$ cat config.mk
export PLATFORM = sky130hd
export DESIGN_NAME = stream_top
export DESIGN_NICKNAME = d
export VERILOG_FILES = /design/src/verilog/stream_pkg.sv /design/src/verilog/cfg_pkg.sv /design/src/verilog/apb_cfg_regs.sv /design/src/verilog/frame_sequencer.sv /design/src/verilog/pixel_packer.sv /design/src/verilog/stream_top.sv
export SDC_FILE = /design/constraint.sdc
export NUM_CORES = 1
export LEC_CHECK = 0
export ABC_AREA = 1
export BUFFER_PORTS_ARGS = -buffer_cell sky130_fd_sc_hd__buf_2
export CAP_MARGIN = 20
export CORE_UTILIZATION = 55
export DETAILED_ROUTE_END_ITERATION = 6
export PLACE_DENSITY = 0.76
export SLEW_MARGIN = 10
export SYNTH_ARGS = -nofsm -noshare
export SYNTH_HDL_FRONTEND = slang
export SYNTH_HIERARCHICAL = 1
export SYNTH_SLANG_ARGS = --single-unit
$ cat constraint.sdc
create_clock -name clk -period 6.9 [get_ports clk]
set_input_delay 1.38 -clock clk [delete_from_list [all_inputs] [get_ports clk]]
set_output_delay 1.38 -clock clk [all_outputs]
set_load 0.01 [all_outputs]
$ cat src/verilog/stream_pkg.sv
`default_nettype none

package stream_pkg;

   localparam int DTYPE_WIDTH = 4;

   // Tags that travel with every stream beat
   typedef enum logic [DTYPE_WIDTH-1:0] {
      DTYPE_NONE         = 4'h0,
      DTYPE_FRAME_START  = 4'h1,
      DTYPE_FRAME_END    = 4'h2,
      DTYPE_HEADER_START = 4'h3,
      DTYPE_HEADER       = 4'h4,
      DTYPE_LINE_START   = 4'h5,
      DTYPE_LINE_END     = 4'h6,
      DTYPE_PIXEL        = 4'h8
   } dtype_e;

   // Any tag with this bit set carries pixel data
   localparam logic [DTYPE_WIDTH-1:0] DTYPE_PIXEL_MASK = 4'h8;

   // Header field order on the stream
   localparam int unsigned HDR_NUM_COLS    = 0;
   localparam int unsigned HDR_NUM_ROWS    = 1;
   localparam int unsigned HDR_IMAGE_TYPE  = 2;
   localparam int unsigned HDR_FRAME_COUNT = 3;

   localparam int unsigned HDR_FIELDS = 4;

endpackage

`default_nettype wire

$ cat src/verilog/cfg_pkg.sv
`default_nettype none

package cfg_pkg;

   typedef enum logic [15:0] {
      IMAGE_RAW = 16'd0,
      IMAGE_RGB = 16'd1
   } image_type_e;

   localparam logic [7:0] ADDR_CTRL       = 8'h00;
   localparam logic [7:0] ADDR_IMAGE_TYPE = 8'h04;
   localparam logic [7:0] ADDR_NUM_COLS   = 8'h08;
   localparam logic [7:0] ADDR_NUM_ROWS   = 8'h0C;
   localparam logic [7:0] ADDR_STATUS     = 8'h10; // Busy in bit 0, frame count in 31:16

   localparam int unsigned CTRL_ENABLE_BIT = 0;
   localparam int unsigned CTRL_START_BIT  = 1; // Reads back as 0

endpackage

`default_nettype wire

$ cat src/verilog/apb_cfg_regs.sv
`timescale 1ns/1ps
`default_nettype none

module apb_cfg_regs
   import cfg_pkg::*;
(
   input  wire              clk,
   input  wire              resetb,

   input  wire              psel,
   input  wire              penable,
   input  wire              pwrite,
   input  wire [7:0]        paddr,
   input  wire [31:0]       pwdata,
   output logic [31:0]      prdata,
   output logic             pready,
   output logic             pslverr,

   output logic             enable,
   output logic             start,
   output image_type_e      image_type,
   output logic [15:0]      num_cols,
   output logic [15:0]      num_rows,
   input  wire              busy,
   input  wire [15:0]       frame_count
);

   logic access;
   logic wr_access;
   logic addr_mapped;

   assign access    = psel && penable;
   assign wr_access = access && pwrite;
   assign pready    = 1'b1; // No wait states

   always_comb begin
      case (paddr)
         ADDR_CTRL,
         ADDR_IMAGE_TYPE,
         ADDR_NUM_COLS,
         ADDR_NUM_ROWS,
         ADDR_STATUS: addr_mapped = 1'b1;
         default:     addr_mapped = 1'b0;
      endcase
   end

   // STATUS is read only, so writing it is an error as well
   assign pslverr = access && (!addr_mapped || (pwrite && paddr == ADDR_STATUS));

   always_comb begin
      prdata = '0;
      case (paddr)
         ADDR_CTRL:       prdata[CTRL_ENABLE_BIT] = enable;
         ADDR_IMAGE_TYPE: prdata[15:0] = image_type;
         ADDR_NUM_COLS:   prdata[15:0] = num_cols;
         ADDR_NUM_ROWS:   prdata[15:0] = num_rows;
         ADDR_STATUS:     prdata = {frame_count, 15'd0, busy};
         default:         prdata = '0;
      endcase
   end

   always_ff @(posedge clk or negedge resetb) begin
      if (!resetb) begin
         enable     <= 1'b0;
         start      <= 1'b0;
         image_type <= IMAGE_RAW;
         num_cols   <= '0;
         num_rows   <= '0;
      end else begin
         // Start is a pulse in the cycle after the CTRL write
         start <= wr_access && (paddr == ADDR_CTRL) && pwdata[CTRL_START_BIT];
         if (wr_access) begin
            case (paddr)
               ADDR_CTRL:       enable <= pwdata[CTRL_ENABLE_BIT];
               ADDR_IMAGE_TYPE: image_type <= image_type_e'(pwdata[15:0]);
               ADDR_NUM_COLS:   num_cols <= pwdata[15:0];
               ADDR_NUM_ROWS:   num_rows <= pwdata[15:0];
               default:         ;
            endcase
         end
      end
   end

   // An APB access needs a setup cycle first, so two starts can never touch
   a_start_single: assert property (@(posedge clk) disable iff (!resetb)
      start |=> !start);

endmodule

`default_nettype wire

$ cat src/verilog/frame_sequencer.sv
`timescale 1ns/1ps
`default_nettype none

module frame_sequencer
   import stream_pkg::*;
   import cfg_pkg::*;
#(
   parameter int PIXEL_WIDTH = 8
) (
   input  wire                    clk,
   input  wire                    resetb,

   input  wire                    enable,
   input  wire                    start,
   input  wire image_type_e       image_type,
   input  wire [15:0]             num_cols,
   input  wire [15:0]             num_rows,
   output logic                   busy,
   output logic [15:0]            frame_count,

   output logic                   dvi,
   output dtype_e                 dtypei,
   output logic [15:0]            meta_datai,
   output logic [PIXEL_WIDTH-1:0] r,
   output logic [PIXEL_WIDTH-1:0] g,
   output logic [PIXEL_WIDTH-1:0] b
);

   localparam int HDR_IDX_W = $clog2(HDR_FIELDS);

   // The state names the beat currently on the output
   typedef enum logic [2:0] {
      ST_IDLE,
      ST_FRAME_START,
      ST_HEADER_START,
      ST_HEADER,
      ST_LINE_START,
      ST_PIXELS,
      ST_LINE_END,
      ST_FRAME_END
   } state_e;

   state_e                 state;
   state_e                 nxt_state;
   logic [15:0]            col;
   logic [15:0]            nxt_col;
   logic [15:0]            row;
   logic [15:0]            nxt_row;
   logic [HDR_IDX_W-1:0]   hdr;
   logic [HDR_IDX_W-1:0]   nxt_hdr;
   logic [15:0]            cols_q;
   logic [15:0]            rows_q;
   image_type_e            type_q;

   logic                   nxt_dv;
   dtype_e                 nxt_dtype;
   logic [15:0]            nxt_meta;
   logic [PIXEL_WIDTH-1:0] nxt_r;
   logic [PIXEL_WIDTH-1:0] nxt_g;
   logic [PIXEL_WIDTH-1:0] nxt_b;
   logic [15:0]            pat_sum;
   logic [15:0]            pat_xor;

   assign busy = (state != ST_IDLE);

   always_comb begin
      nxt_state = state;
      nxt_col   = col;
      nxt_row   = row;
      nxt_hdr   = hdr;
      case (state)
         ST_IDLE: begin
            if (start && enable) begin
               nxt_state = ST_FRAME_START;
            end
         end
         ST_FRAME_START:  nxt_state = ST_HEADER_START;
         ST_HEADER_START: begin
            nxt_state = ST_HEADER;
            nxt_hdr   = '0;
         end
         ST_HEADER: begin
            if (hdr == HDR_IDX_W'(HDR_FIELDS - 1)) begin
               nxt_state = ST_LINE_START;
               nxt_row   = '0;
            end else begin
               nxt_hdr = hdr + HDR_IDX_W'(1);
            end
         end
         ST_LINE_START: begin
            nxt_state = ST_PIXELS;
            nxt_col   = '0;
         end
         ST_PIXELS: begin
            if (col == cols_q - 16'd1) begin
               nxt_state = ST_LINE_END;
            end else begin
               nxt_col = col + 16'd1;
            end
         end
         ST_LINE_END: begin
            if (row == rows_q - 16'd1) begin
               nxt_state = ST_FRAME_END;
            end else begin
               nxt_state = ST_LINE_START;
               nxt_row   = row + 16'd1;
            end
         end
         ST_FRAME_END:    nxt_state = ST_IDLE;
         default:         nxt_state = ST_IDLE;
      endcase
   end

   // Beat contents are built from the next state so they register with it
   always_comb begin
      nxt_dv    = (nxt_state != ST_IDLE);
      nxt_dtype = DTYPE_NONE;
      nxt_meta  = '0;
      nxt_r     = '0;
      nxt_g     = '0;
      nxt_b     = '0;
      pat_sum   = nxt_col + nxt_row;
      pat_xor   = nxt_col ^ nxt_row;
      case (nxt_state)
         ST_FRAME_START:  nxt_dtype = DTYPE_FRAME_START;
         ST_HEADER_START: nxt_dtype = DTYPE_HEADER_START;
         ST_HEADER: begin
            nxt_dtype = DTYPE_HEADER;
            case (nxt_hdr)
               HDR_IDX_W'(HDR_NUM_COLS):    nxt_meta = cols_q;
               HDR_IDX_W'(HDR_NUM_ROWS):    nxt_meta = rows_q;
               HDR_IDX_W'(HDR_IMAGE_TYPE):  nxt_meta = '0; // Filled in by the packer
               HDR_IDX_W'(HDR_FRAME_COUNT): nxt_meta = frame_count;
               default:                     nxt_meta = '0;
            endcase
         end
         ST_LINE_START:   nxt_dtype = DTYPE_LINE_START;
         ST_PIXELS: begin
            nxt_dtype = DTYPE_PIXEL;
            if (type_q == IMAGE_RGB) begin
               nxt_r = nxt_col[PIXEL_WIDTH-1:0];
               nxt_g = nxt_row[PIXEL_WIDTH-1:0];
               nxt_b = pat_xor[PIXEL_WIDTH-1:0];
            end else begin
               nxt_meta = 16'(pat_sum[PIXEL_WIDTH-1:0]);
            end
         end
         ST_LINE_END:     nxt_dtype = DTYPE_LINE_END;
         ST_FRAME_END:    nxt_dtype = DTYPE_FRAME_END;
         default:         nxt_dtype = DTYPE_NONE;
      endcase
   end

   always_ff @(posedge clk or negedge resetb) begin
      if (!resetb) begin
         state       <= ST_IDLE;
         col         <= '0;
         row         <= '0;
         hdr         <= '0;
         cols_q      <= '0;
         rows_q      <= '0;
         type_q      <= IMAGE_RAW;
         frame_count <= '0;
         dvi         <= 1'b0;
         dtypei      <= DTYPE_NONE;
      end else begin
         state  <= nxt_state;
         col    <= nxt_col;
         row    <= nxt_row;
         hdr    <= nxt_hdr;
         dvi    <= nxt_dv;
         dtypei <= nxt_dtype;
         if (state == ST_IDLE && start && enable) begin // Frame geometry is frozen here
            cols_q <= num_cols;
            rows_q <= num_rows;
            type_q <= image_type;
         end
         if (state == ST_FRAME_END) begin
            frame_count <= frame_count + 16'd1;
         end
      end
   end

   always_ff @(posedge clk) begin
      meta_datai <= nxt_meta;
      r          <= nxt_r;
      g          <= nxt_g;
      b          <= nxt_b;
   end

   // The frame goes out back to back with no gaps
   a_dvi_in_frame: assert property (@(posedge clk) disable iff (!resetb)
      (state != ST_IDLE && state != ST_FRAME_END) |=> dvi);

endmodule

`default_nettype wire

$ cat src/verilog/pixel_packer.sv
`timescale 1ns/1ps
`default_nettype none

module pixel_packer
   import stream_pkg::*;
   import cfg_pkg::*;
#(
   parameter int PIXEL_WIDTH     = 8,
   parameter int RAW_PIXEL_SHIFT = 0
) (
   input  wire                    clk,
   input  wire                    resetb,
   input  wire image_type_e       image_type,

   input  wire                    dvi,
   input  wire dtype_e            dtypei,
   input  wire [15:0]             meta_datai,
   input  wire [PIXEL_WIDTH-1:0]  r,
   input  wire [PIXEL_WIDTH-1:0]  g,
   input  wire [PIXEL_WIDTH-1:0]  b,

   output logic                   dvo,
   output dtype_e                 dtypeo,
   output logic [31:0]            datao
);

   localparam int OBUF_WIDTH = 32 + 3 * PIXEL_WIDTH;
   localparam int POS_WIDTH  = $clog2(OBUF_WIDTH);
   localparam int SLOT_WIDTH = $clog2(HDR_FIELDS);

   logic [OBUF_WIDTH-1:0]  obuf;
   logic [OBUF_WIDTH-1:0]  next_obuf;
   logic [OBUF_WIDTH-1:0]  shifted;
   logic [POS_WIDTH-1:0]   opos;
   logic [POS_WIDTH-1:0]   next_opos;
   logic [POS_WIDTH-1:0]   rem_opos;
   logic [SLOT_WIDTH-1:0]  hdr_slot;
   logic [15:0]            raw_shifted;
   logic [PIXEL_WIDTH-1:0] raw_data;
   logic [15:0]            meta_field;
   logic                   is_raw;
   logic                   pixel_beat;
   logic                   word_ready;

   assign is_raw      = (image_type == IMAGE_RAW);
   assign pixel_beat  = dvi && |(dtypei & DTYPE_PIXEL_MASK);
   assign raw_shifted = meta_datai >> RAW_PIXEL_SHIFT;
   assign raw_data    = raw_shifted[PIXEL_WIDTH-1:0];

   // New bits enter at the bottom, so the oldest bits sit highest
   always_comb begin
      if (is_raw) begin
         next_obuf = {obuf[OBUF_WIDTH-PIXEL_WIDTH-1:0], raw_data};
         next_opos = opos + POS_WIDTH'(PIXEL_WIDTH);
      end else begin
         next_obuf = {obuf[OBUF_WIDTH-3*PIXEL_WIDTH-1:0], r, g, b};
         next_opos = opos + POS_WIDTH'(3 * PIXEL_WIDTH);
      end
   end

   assign word_ready = (next_opos >= POS_WIDTH'(32));
   assign rem_opos   = next_opos - POS_WIDTH'(32); // Bits left over once a word leaves
   assign shifted    = next_obuf >> rem_opos;

   assign meta_field = (hdr_slot == SLOT_WIDTH'(HDR_IMAGE_TYPE)) ? image_type : meta_datai;

   always_ff @(posedge clk) begin
      if (pixel_beat) begin
         obuf <= next_obuf;
      end
   end

   always_ff @(posedge clk or negedge resetb) begin
      if (!resetb) begin
         dvo      <= 1'b0;
         dtypeo   <= DTYPE_NONE;
         datao    <= '0;
         opos     <= '0;
         hdr_slot <= '0;
      end else begin
         dtypeo <= dtypei;
         if (pixel_beat) begin
            if (word_ready) begin
               dvo   <= 1'b1;
               datao <= shifted[31:0];
               opos  <= rem_opos;
            end else begin
               dvo  <= 1'b0;
               opos <= next_opos;
            end
         end else if (dvi && (dtypei == DTYPE_FRAME_START || dtypei == DTYPE_HEADER_START)) begin
            opos     <= '0;
            hdr_slot <= '0;
            dvo      <= 1'b1;
            datao    <= '0;
         end else if (dvi && dtypei == DTYPE_HEADER) begin
            hdr_slot <= hdr_slot + SLOT_WIDTH'(1);
            if (hdr_slot[0]) begin // Odd slot completes the pair
               datao[31:16] <= meta_field;
               dvo          <= 1'b1;
            end else begin
               datao[15:0] <= meta_field;
               dvo         <= 1'b0;
            end
         end else begin
            dvo   <= dvi;
            datao <= '0;
         end
      end
   end

   // Every full word has to leave the buffer in the same cycle it fills
   a_fill_below_word: assert property (@(posedge clk) disable iff (!resetb)
      opos < POS_WIDTH'(32));

endmodule

`default_nettype wire

$ cat src/verilog/stream_top.sv
`timescale 1ns/1ps
`default_nettype none

module stream_top
   import stream_pkg::*;
   import cfg_pkg::*;
#(
   parameter int PIXEL_WIDTH = 8
) (
   input  wire          clk,
   input  wire          resetb,

   input  wire          psel,
   input  wire          penable,
   input  wire          pwrite,
   input  wire [7:0]    paddr,
   input  wire [31:0]   pwdata,
   output logic [31:0]  prdata,
   output logic         pready,
   output logic         pslverr,

   output logic         dvo,
   output dtype_e       dtypeo,
   output logic [31:0]  datao
);

   logic                   enable;
   logic                   start;
   image_type_e            image_type;
   logic [15:0]            num_cols;
   logic [15:0]            num_rows;
   logic                   busy;
   logic [15:0]            frame_count;

   // Beat from the sequencer into the packer
   logic                   dvi;
   dtype_e                 dtypei;
   logic [15:0]            meta_datai;
   logic [PIXEL_WIDTH-1:0] r;
   logic [PIXEL_WIDTH-1:0] g;
   logic [PIXEL_WIDTH-1:0] b;

   apb_cfg_regs u_regs (
      .clk         (clk),
      .resetb      (resetb),
      .psel        (psel),
      .penable     (penable),
      .pwrite      (pwrite),
      .paddr       (paddr),
      .pwdata      (pwdata),
      .prdata      (prdata),
      .pready      (pready),
      .pslverr     (pslverr),
      .enable      (enable),
      .start       (start),
      .image_type  (image_type),
      .num_cols    (num_cols),
      .num_rows    (num_rows),
      .busy        (busy),
      .frame_count (frame_count)
   );

   frame_sequencer #(
      .PIXEL_WIDTH (PIXEL_WIDTH)
   ) u_seq (
      .clk         (clk),
      .resetb      (resetb),
      .enable      (enable),
      .start       (start),
      .image_type  (image_type),
      .num_cols    (num_cols),
      .num_rows    (num_rows),
      .busy        (busy),
      .frame_count (frame_count),
      .dvi         (dvi),
      .dtypei      (dtypei),
      .meta_datai  (meta_datai),
      .r           (r),
      .g           (g),
      .b           (b)
   );

   pixel_packer #(
      .PIXEL_WIDTH (PIXEL_WIDTH)
   ) u_pack (
      .clk         (clk),
      .resetb      (resetb),
      .image_type  (image_type), // Live register value, not the frame copy
      .dvi         (dvi),
      .dtypei      (dtypei),
      .meta_datai  (meta_datai),
      .r           (r),
      .g           (g),
      .b           (b),
      .dvo         (dvo),
      .dtypeo      (dtypeo),
      .datao       (datao)
   );

endmodule

`default_nettype wire

---- After elaboration in Yosys (flattened, before gate mapping) ----
Cells that the tools add are included.
word-level totals
  register bits after elaboration ......... 289
  bits of input ports ..................... 45
  output and inout bits ................... 71
operators by class
  add/sub/neg operators ................... 11
  magnitude comparators ................... 1
  eq/ne operators ......................... 32
  shift operators ......................... 1
  multiplexer cells ....................... 39
  bitwise operators ....................... 2
  reductions and logical operators ........ 32
operators by type and width
  kind                     number
  $mux W32                 4
  $mux W16                 7
  $pmux W16 S2             3
  $pmux W16 S4             1
  $mux W56                 1
  $shr A56 B6 Y32          1
  $add A16 B1 Y16 const B  3
  $pmux W15 S3             1
  $eq A16 B16 Y1           2
  $sub A16 B1 Y16 const B  2
  $pmux W4 S7              1
  $eq A3 B3 Y1 const B     8
  $mux W6                  4
  $pmux W3 S8              1
  $eq A16 B1 Y1 const B    1
  $eq A8 B4 Y1 const B     2
  $logic_not A16 Y1        1
  $reduce_and A2 Y1        8
  $eq A3 B2 Y1 const B     4
  $logic_and A1 B1 Y1      12
  $mux W3                  3
  $add A8 B8 Y8            1
  $eq A2 B2 Y1 const B     4
  $eq A8 B3 Y1 const B     1
  29 further kinds         42

---- Longest topological paths before layout ----
  depth after elaboration ................. 7
  mapped depth ............................ 31

---- Hierarchy ----
The synthesis kept the hierarchy.
by module, submodules not included
  module           times used  cells an instance  area an instance (um^2)  sequential area each (um^2)
  frame_sequencer  1           950                7767.4                   3453.3
  pixel_packer     1           736                5391.4                   2492.4
  apb_cfg_regs     1           363                2715.1                   1251.2

---- Worst setup path after synthesis ----
OpenSTA, ideal clock, no wires.
  kind .................................... register to register
  start ................................... register u_seq.cols_q[0]
  end ..................................... register u_seq.meta_datai[7]
  arrival time ............................ 3497 ps
  required time ........................... 6784 ps
  path slack .............................. 3286 ps
  stages on the path, launching flop included .. 29
  path buffers ............................ 1
  period minus slack after synthesis ...... 3614 ps
  path through ............................ dfrtp_1 > inv_2 > ha_1 > nand2_2 > nor2_4 > nand3_1 > nand2_1 > inv_1 > nor2_1 > inv_2 > nor2_2 > nand3_2 > nand2_2 > buf_6 > inv_4 > a22oi_2 > inv_1 > ha_1 > a21oi_1 > o21bai_1 > a21oi_1 > o21ai_0 > nand2_1 > inv_1 > or2_2 > a21oi_1 > nand3_1 > nand3_1 > nand2_1
on the way
  longest elaborated chain between the ends .. 7
  elaborated cells between the ends (all ways) .. 11
  classes of those cells .................. 2 x add/sub; 3 x eq/ne; 6 x mux
RTL lines
  what                    RTL line                text
  from (decl)             frame_sequencer.sv:51   logic [15:0] cols_q;
  from (signal assigned)  frame_sequencer.sv:174  cols_q <= num_cols;
  $sub A16 B1 Y16         frame_sequencer.sv:95   if (col == cols_q - 16'd1) begin
  $eq A16 B16 Y1          frame_sequencer.sv:95
  $mux W16                frame_sequencer.sv:95
  $pmux W16 S2            frame_sequencer.sv:71   case (state)
  via u_seq.nxt_col[1]    frame_sequencer.sv:46   logic [15:0] nxt_col;
  $add A8 B8 Y8           frame_sequencer.sv:122  pat_sum = nxt_col + nxt_row;
  $mux W8                 frame_sequencer.sv:140  if (type_q == IMAGE_RGB) begin
  $pmux W16 S2            frame_sequencer.sv:124  case (nxt_state)
  via u_seq.nxt_meta[7]   frame_sequencer.sv:57   logic [15:0] nxt_meta;
  to (signal assigned)    frame_sequencer.sv:185  meta_datai <= nxt_meta;
  to (decl)               frame_sequencer.sv:23   output logic [15:0] meta_datai,
The timed path passes the listed nets, and every way through them passes these cells.
A chain may end at the register's enable or synchronous reset.

---- Final worst setup path ----
  start ................................... register u_regs.image_type[0]
  end ..................................... register u_pack.datao[3]
on the way
  longest elaborated chain between the ends .. 6
  elaborated cells between the ends (all ways) .. 10
  classes of those cells .................. 1 x add/sub; 1 x order compare; 1 x eq/ne; 1 x shift; 4 x mux; 2 x reduce/logical
RTL lines
  what                    RTL line             text
  from (decl)             apb_cfg_regs.sv:21   output image_type_e image_type,
  from (signal assigned)  apb_cfg_regs.sv:75   ADDR_IMAGE_TYPE: image_type <= image_type_e'(pwdata[15:0]);
  $logic_not A16 Y1 (*)   pixel_packer.sv:45   assign is_raw = (image_type == IMAGE_RAW);
  $mux W6                 pixel_packer.sv:52   if (is_raw) begin
  $sub A6 B6 Y6           pixel_packer.sv:62   assign rem_opos = next_opos - POS_WIDTH'(32);
  $shr A56 B6 Y32         pixel_packer.sv:63   assign shifted = next_obuf >> rem_opos;
  $mux W32                pixel_packer.sv:83   if (word_ready) begin
  $mux W32                pixel_packer.sv:82   if (pixel_beat) begin
  to (signal assigned)    pixel_packer.sv:85   datao <= shifted[31:0];
  to (signal assigned)    pixel_packer.sv:102  datao[15:0] <= meta_field;
  to (decl)               pixel_packer.sv:24   output logic [31:0] datao
Mark *: on every way between the ends. The rest lies on a longest branch, timed or not. The select of a mux whose other input is x is not followed.

==> run metrics <==
# DRC 0; Final nets 2173; total grt overflow 0; clock share of power 31.8%; post-synthesis sequential area ratio 45.3%; Critical Path Start Type flip-flop; #FFs+latches synth 286; Max stage delay on crit path 0.52 ns; TritonCTS clock tree done; CTS Buf Count 30; DP HPWL 31500 µm; Cell variety after synth 55; die area 0.0295 mm²; Comb pwr share 31.3%; critical-path cell list nor2_1, nand2_1, nor2_4, nand2_2, inv_2, fa_1, xor2_1, inv_1, nor2_1, inv_1, nand2_1, inv_1, or2_2, nand2_1, inv_1; Synth area leaders dfrtp_1, nand2_1, edfxtp_1; CP startpoint u_regs/image_type[0]; largest net degree at the start of global routing 128; CP arrival 4.74 ns; crit path max fanout 21; leakage 8.87 nW; Post-CTS Resized 0; Setup CP Type flip-flop to flip-flop; Final Cycle Share 62.3%; Mapped Nets 2109; CTS Buffer Depth 3; routed len/inst 17.7 µm; clock slew at reported path FFs 0.06 ns; Pwr Density 311 mW/mm²; post-route antenna net violation count 0; worst-skew pair later-pin latency 0.56 ns; Crit-path slowest cell dfrtp_1; multi-input logic area 0.00741 mm²; Pre-antenna DRT Iters 6; max-capacitance violation count 0; Switching Power 2.00 mW; n_diodes 0; I/O pins 116; Routed WL 44400 µm; average size of a mapped cell 7.75 µm²; global-route usage over all layers 30.6%; status completed; Root Driver clkbuf_16; cell taking the most area after synthesis dfrtp_1; CTS Hold Bufs 0; vias 14.2k; Hold WC Path Type flip-flop to flip-flop; Initial Utilization 56.5%; fillcell total 2466; Worst slew margin 37.3%; # port buffers 98; r2r startpoint u_regs/image_type[0]; internal power 3.47 mW; Synth Flop Type dfrtp_1; GPL Wtd Cong 0.951; worst ir drop on vdd 0.200 mV; clock skew 0.0109 ns; Synth Instances 2049; Setup violations, final 0; Hold Crit Start u_seq/dtypei[2]; Tmin final 4.30 ns; CTS H-tree depth 1; row count 61; CP Capture Type flip-flop; cell mode on critical path inv_1; Starting DRT DRC Count 1684; Seq. cell area 0.00720 mm²; post-CTS setup buffer count 0; vias in the first global route 13.2k; initial antenna violation count 0; layout cells sized above 1 14.3%; via density per instance 5.65; max-slew violations 0; switch share 36.6%; post-synth top area share 31.2%; CP delay by family, top simple AND/OR/NAND/NOR gates; clock sinks 286; CP required 7.35 ns; final hold viol count 0; number of synthesized flops with an enable pin 48; Mapped Area 0.0159 mm²; FMAX 233 MHz; setup TNS 0 ns; Die Width 172 µm; first-pass GRT wire length 70400 µm; Vert. Die Dim 172 µm; P&R area growth vs syn 10.9%; RSZ-0062 raised after global routing false; Tot Pwr 5.47 mW; worst-margin pin slew 0.941 ns; part of the power in registers 36.9%; core area 0.0281 mm²; synthesis warning total 6; synth cell count leaders nand2_1, nor2_1, dfrtp_1, inv_1, nand3_1; CP bufs+invs 5; post-synthesis async set-or-reset flop share 69.2%; most frequent cell after synthesis nand2_1
## sequential cells by signal (all words and copies together) (netlist names), 4 cells and up
name               cells
u_regs/num_rows       16
u_seq/dtypei           4
u_seq/r                8
u_seq/meta_datai      16
u_seq/row             16
u_regs/image_type     16
u_seq/b                8
u_seq/col             16
u_seq/rows_q          16
u_pack/dtypeo          4
u_pack/obuf           48
u_seq/frame_count     16
u_pack/datao          32
u_seq/type_q          16
u_seq/g                8
u_seq/cols_q          16
u_regs/num_cols       16
## layer usage
| layer | share of wire [%] | routed length, µm | track usage [%] |
|---|---|---|---|
| met5 | 0 | 0 | 0 |
| met3 | 7.5 | 3320 | 4.58 |
| met4 | 5.1 | 2270 | 14.4 |
| met2 | 45 | 20200 | 48.3 |
| met1 | 42 | 18600 | 41.4 |
## final cells by class
| type | instances | area share, % |
|---|---|---|
| inverter | 217 | 4.64 |
| multi-input combinational | 1470 | 42.1 |
| clock inverter | 10 | 0.725 |
| sequential | 286 | 40.9 |
| clock buffer | 46 | 5.43 |
| tap | 378 | 2.69 |
| timing repair buffer | 108 | 3.56 |
## kinds of logic after synthesis
| kind of cell | synth area share, % |
|---|---|
| AO/OA/AOI/OAI | 10.5 |
| XOR/XNOR | 3.48 |
| adder cells (fa/ha/maj) | 1.28 |
| buffers and inverters | 8.02 |
| flip-flops | 45.3 |
| multiplexers | 1.99 |
| other | 0.0236 |
| AND/OR/NAND/NOR | 29.4 |
## layout by cell type (no fill, tap or decap), drive strengths merged, types with 2 or more instances in the layout
cell type	instances
nand2	635
nor2	232
inv	217
dfrtp	198
o21ai	152
nand3	138
buf	107
a21oi	98
xor2	49
edfxtp	48
clkbuf	47
dfxtp	40
mux2	28
o211ai	24
nor3	16
o22ai	14
xnor2	14
ha	13
nand3b	12
nand4	12
or2	8
clkinv	7
nor4	7
bufinv	3
o21bai	3
o221ai	3
and2	2
fa	2
o31ai	2
## final timing paths
check / slack (ns) / endpoint / depth (start not counted)
max in group asynchronous: 4.85 / u_pack/datao[14] / 2
setup reg to reg: 2.60 / u_pack/datao[3] / 15
hold / removal: 0.45 / u_pack/dtypeo[2] / 0
min in group asynchronous: 0.77 / u_seq/row[15] / 1
setup / recovery: 2.60 / u_pack/datao[3] / 15
hold reg to reg: 0.45 / u_pack/dtypeo[2] / 0
## stage by stage
| stage | setup slack [ns] | hold WS (ns) | util (%) | instances | area (µm²) |
|---|---|---|---|---|---|
| 2_1_floorplan | 3.29 | 0.354 | - | 2049 | 15900 |
| 3_3_place_gp | 2.70 | 0.412 | 58.5 | 2456 | 16400 |
| 3_5_place_dp | 2.67 | 0.422 | 58.5 | 2456 | 16400 |
| 4_1_cts | 2.65 | 0.436 | 62.4 | 2512 | 17500 |
| 5_1_grt | 2.19 | 0.449 | 62.7 | 2515 | 17600 |
| 6_report | 2.60 | 0.447 | 62.7 | 2515 | 17600 |
## power by group through the flow
stage / clock network (mW) / logic (mW) / registers (mW)
after CTS: 1.76 / 1.63 / 2.02
after global routing: 1.82 / 1.90 / 2.04
after global placement: 0 / 1.58 / 2.04
final: 1.74 / 1.71 / 2.02
after detailed placement: 0 / 1.61 / 2.05
after floorplan: 0 / 1.16 / 2.05
(Power assumes the default switching activity.)
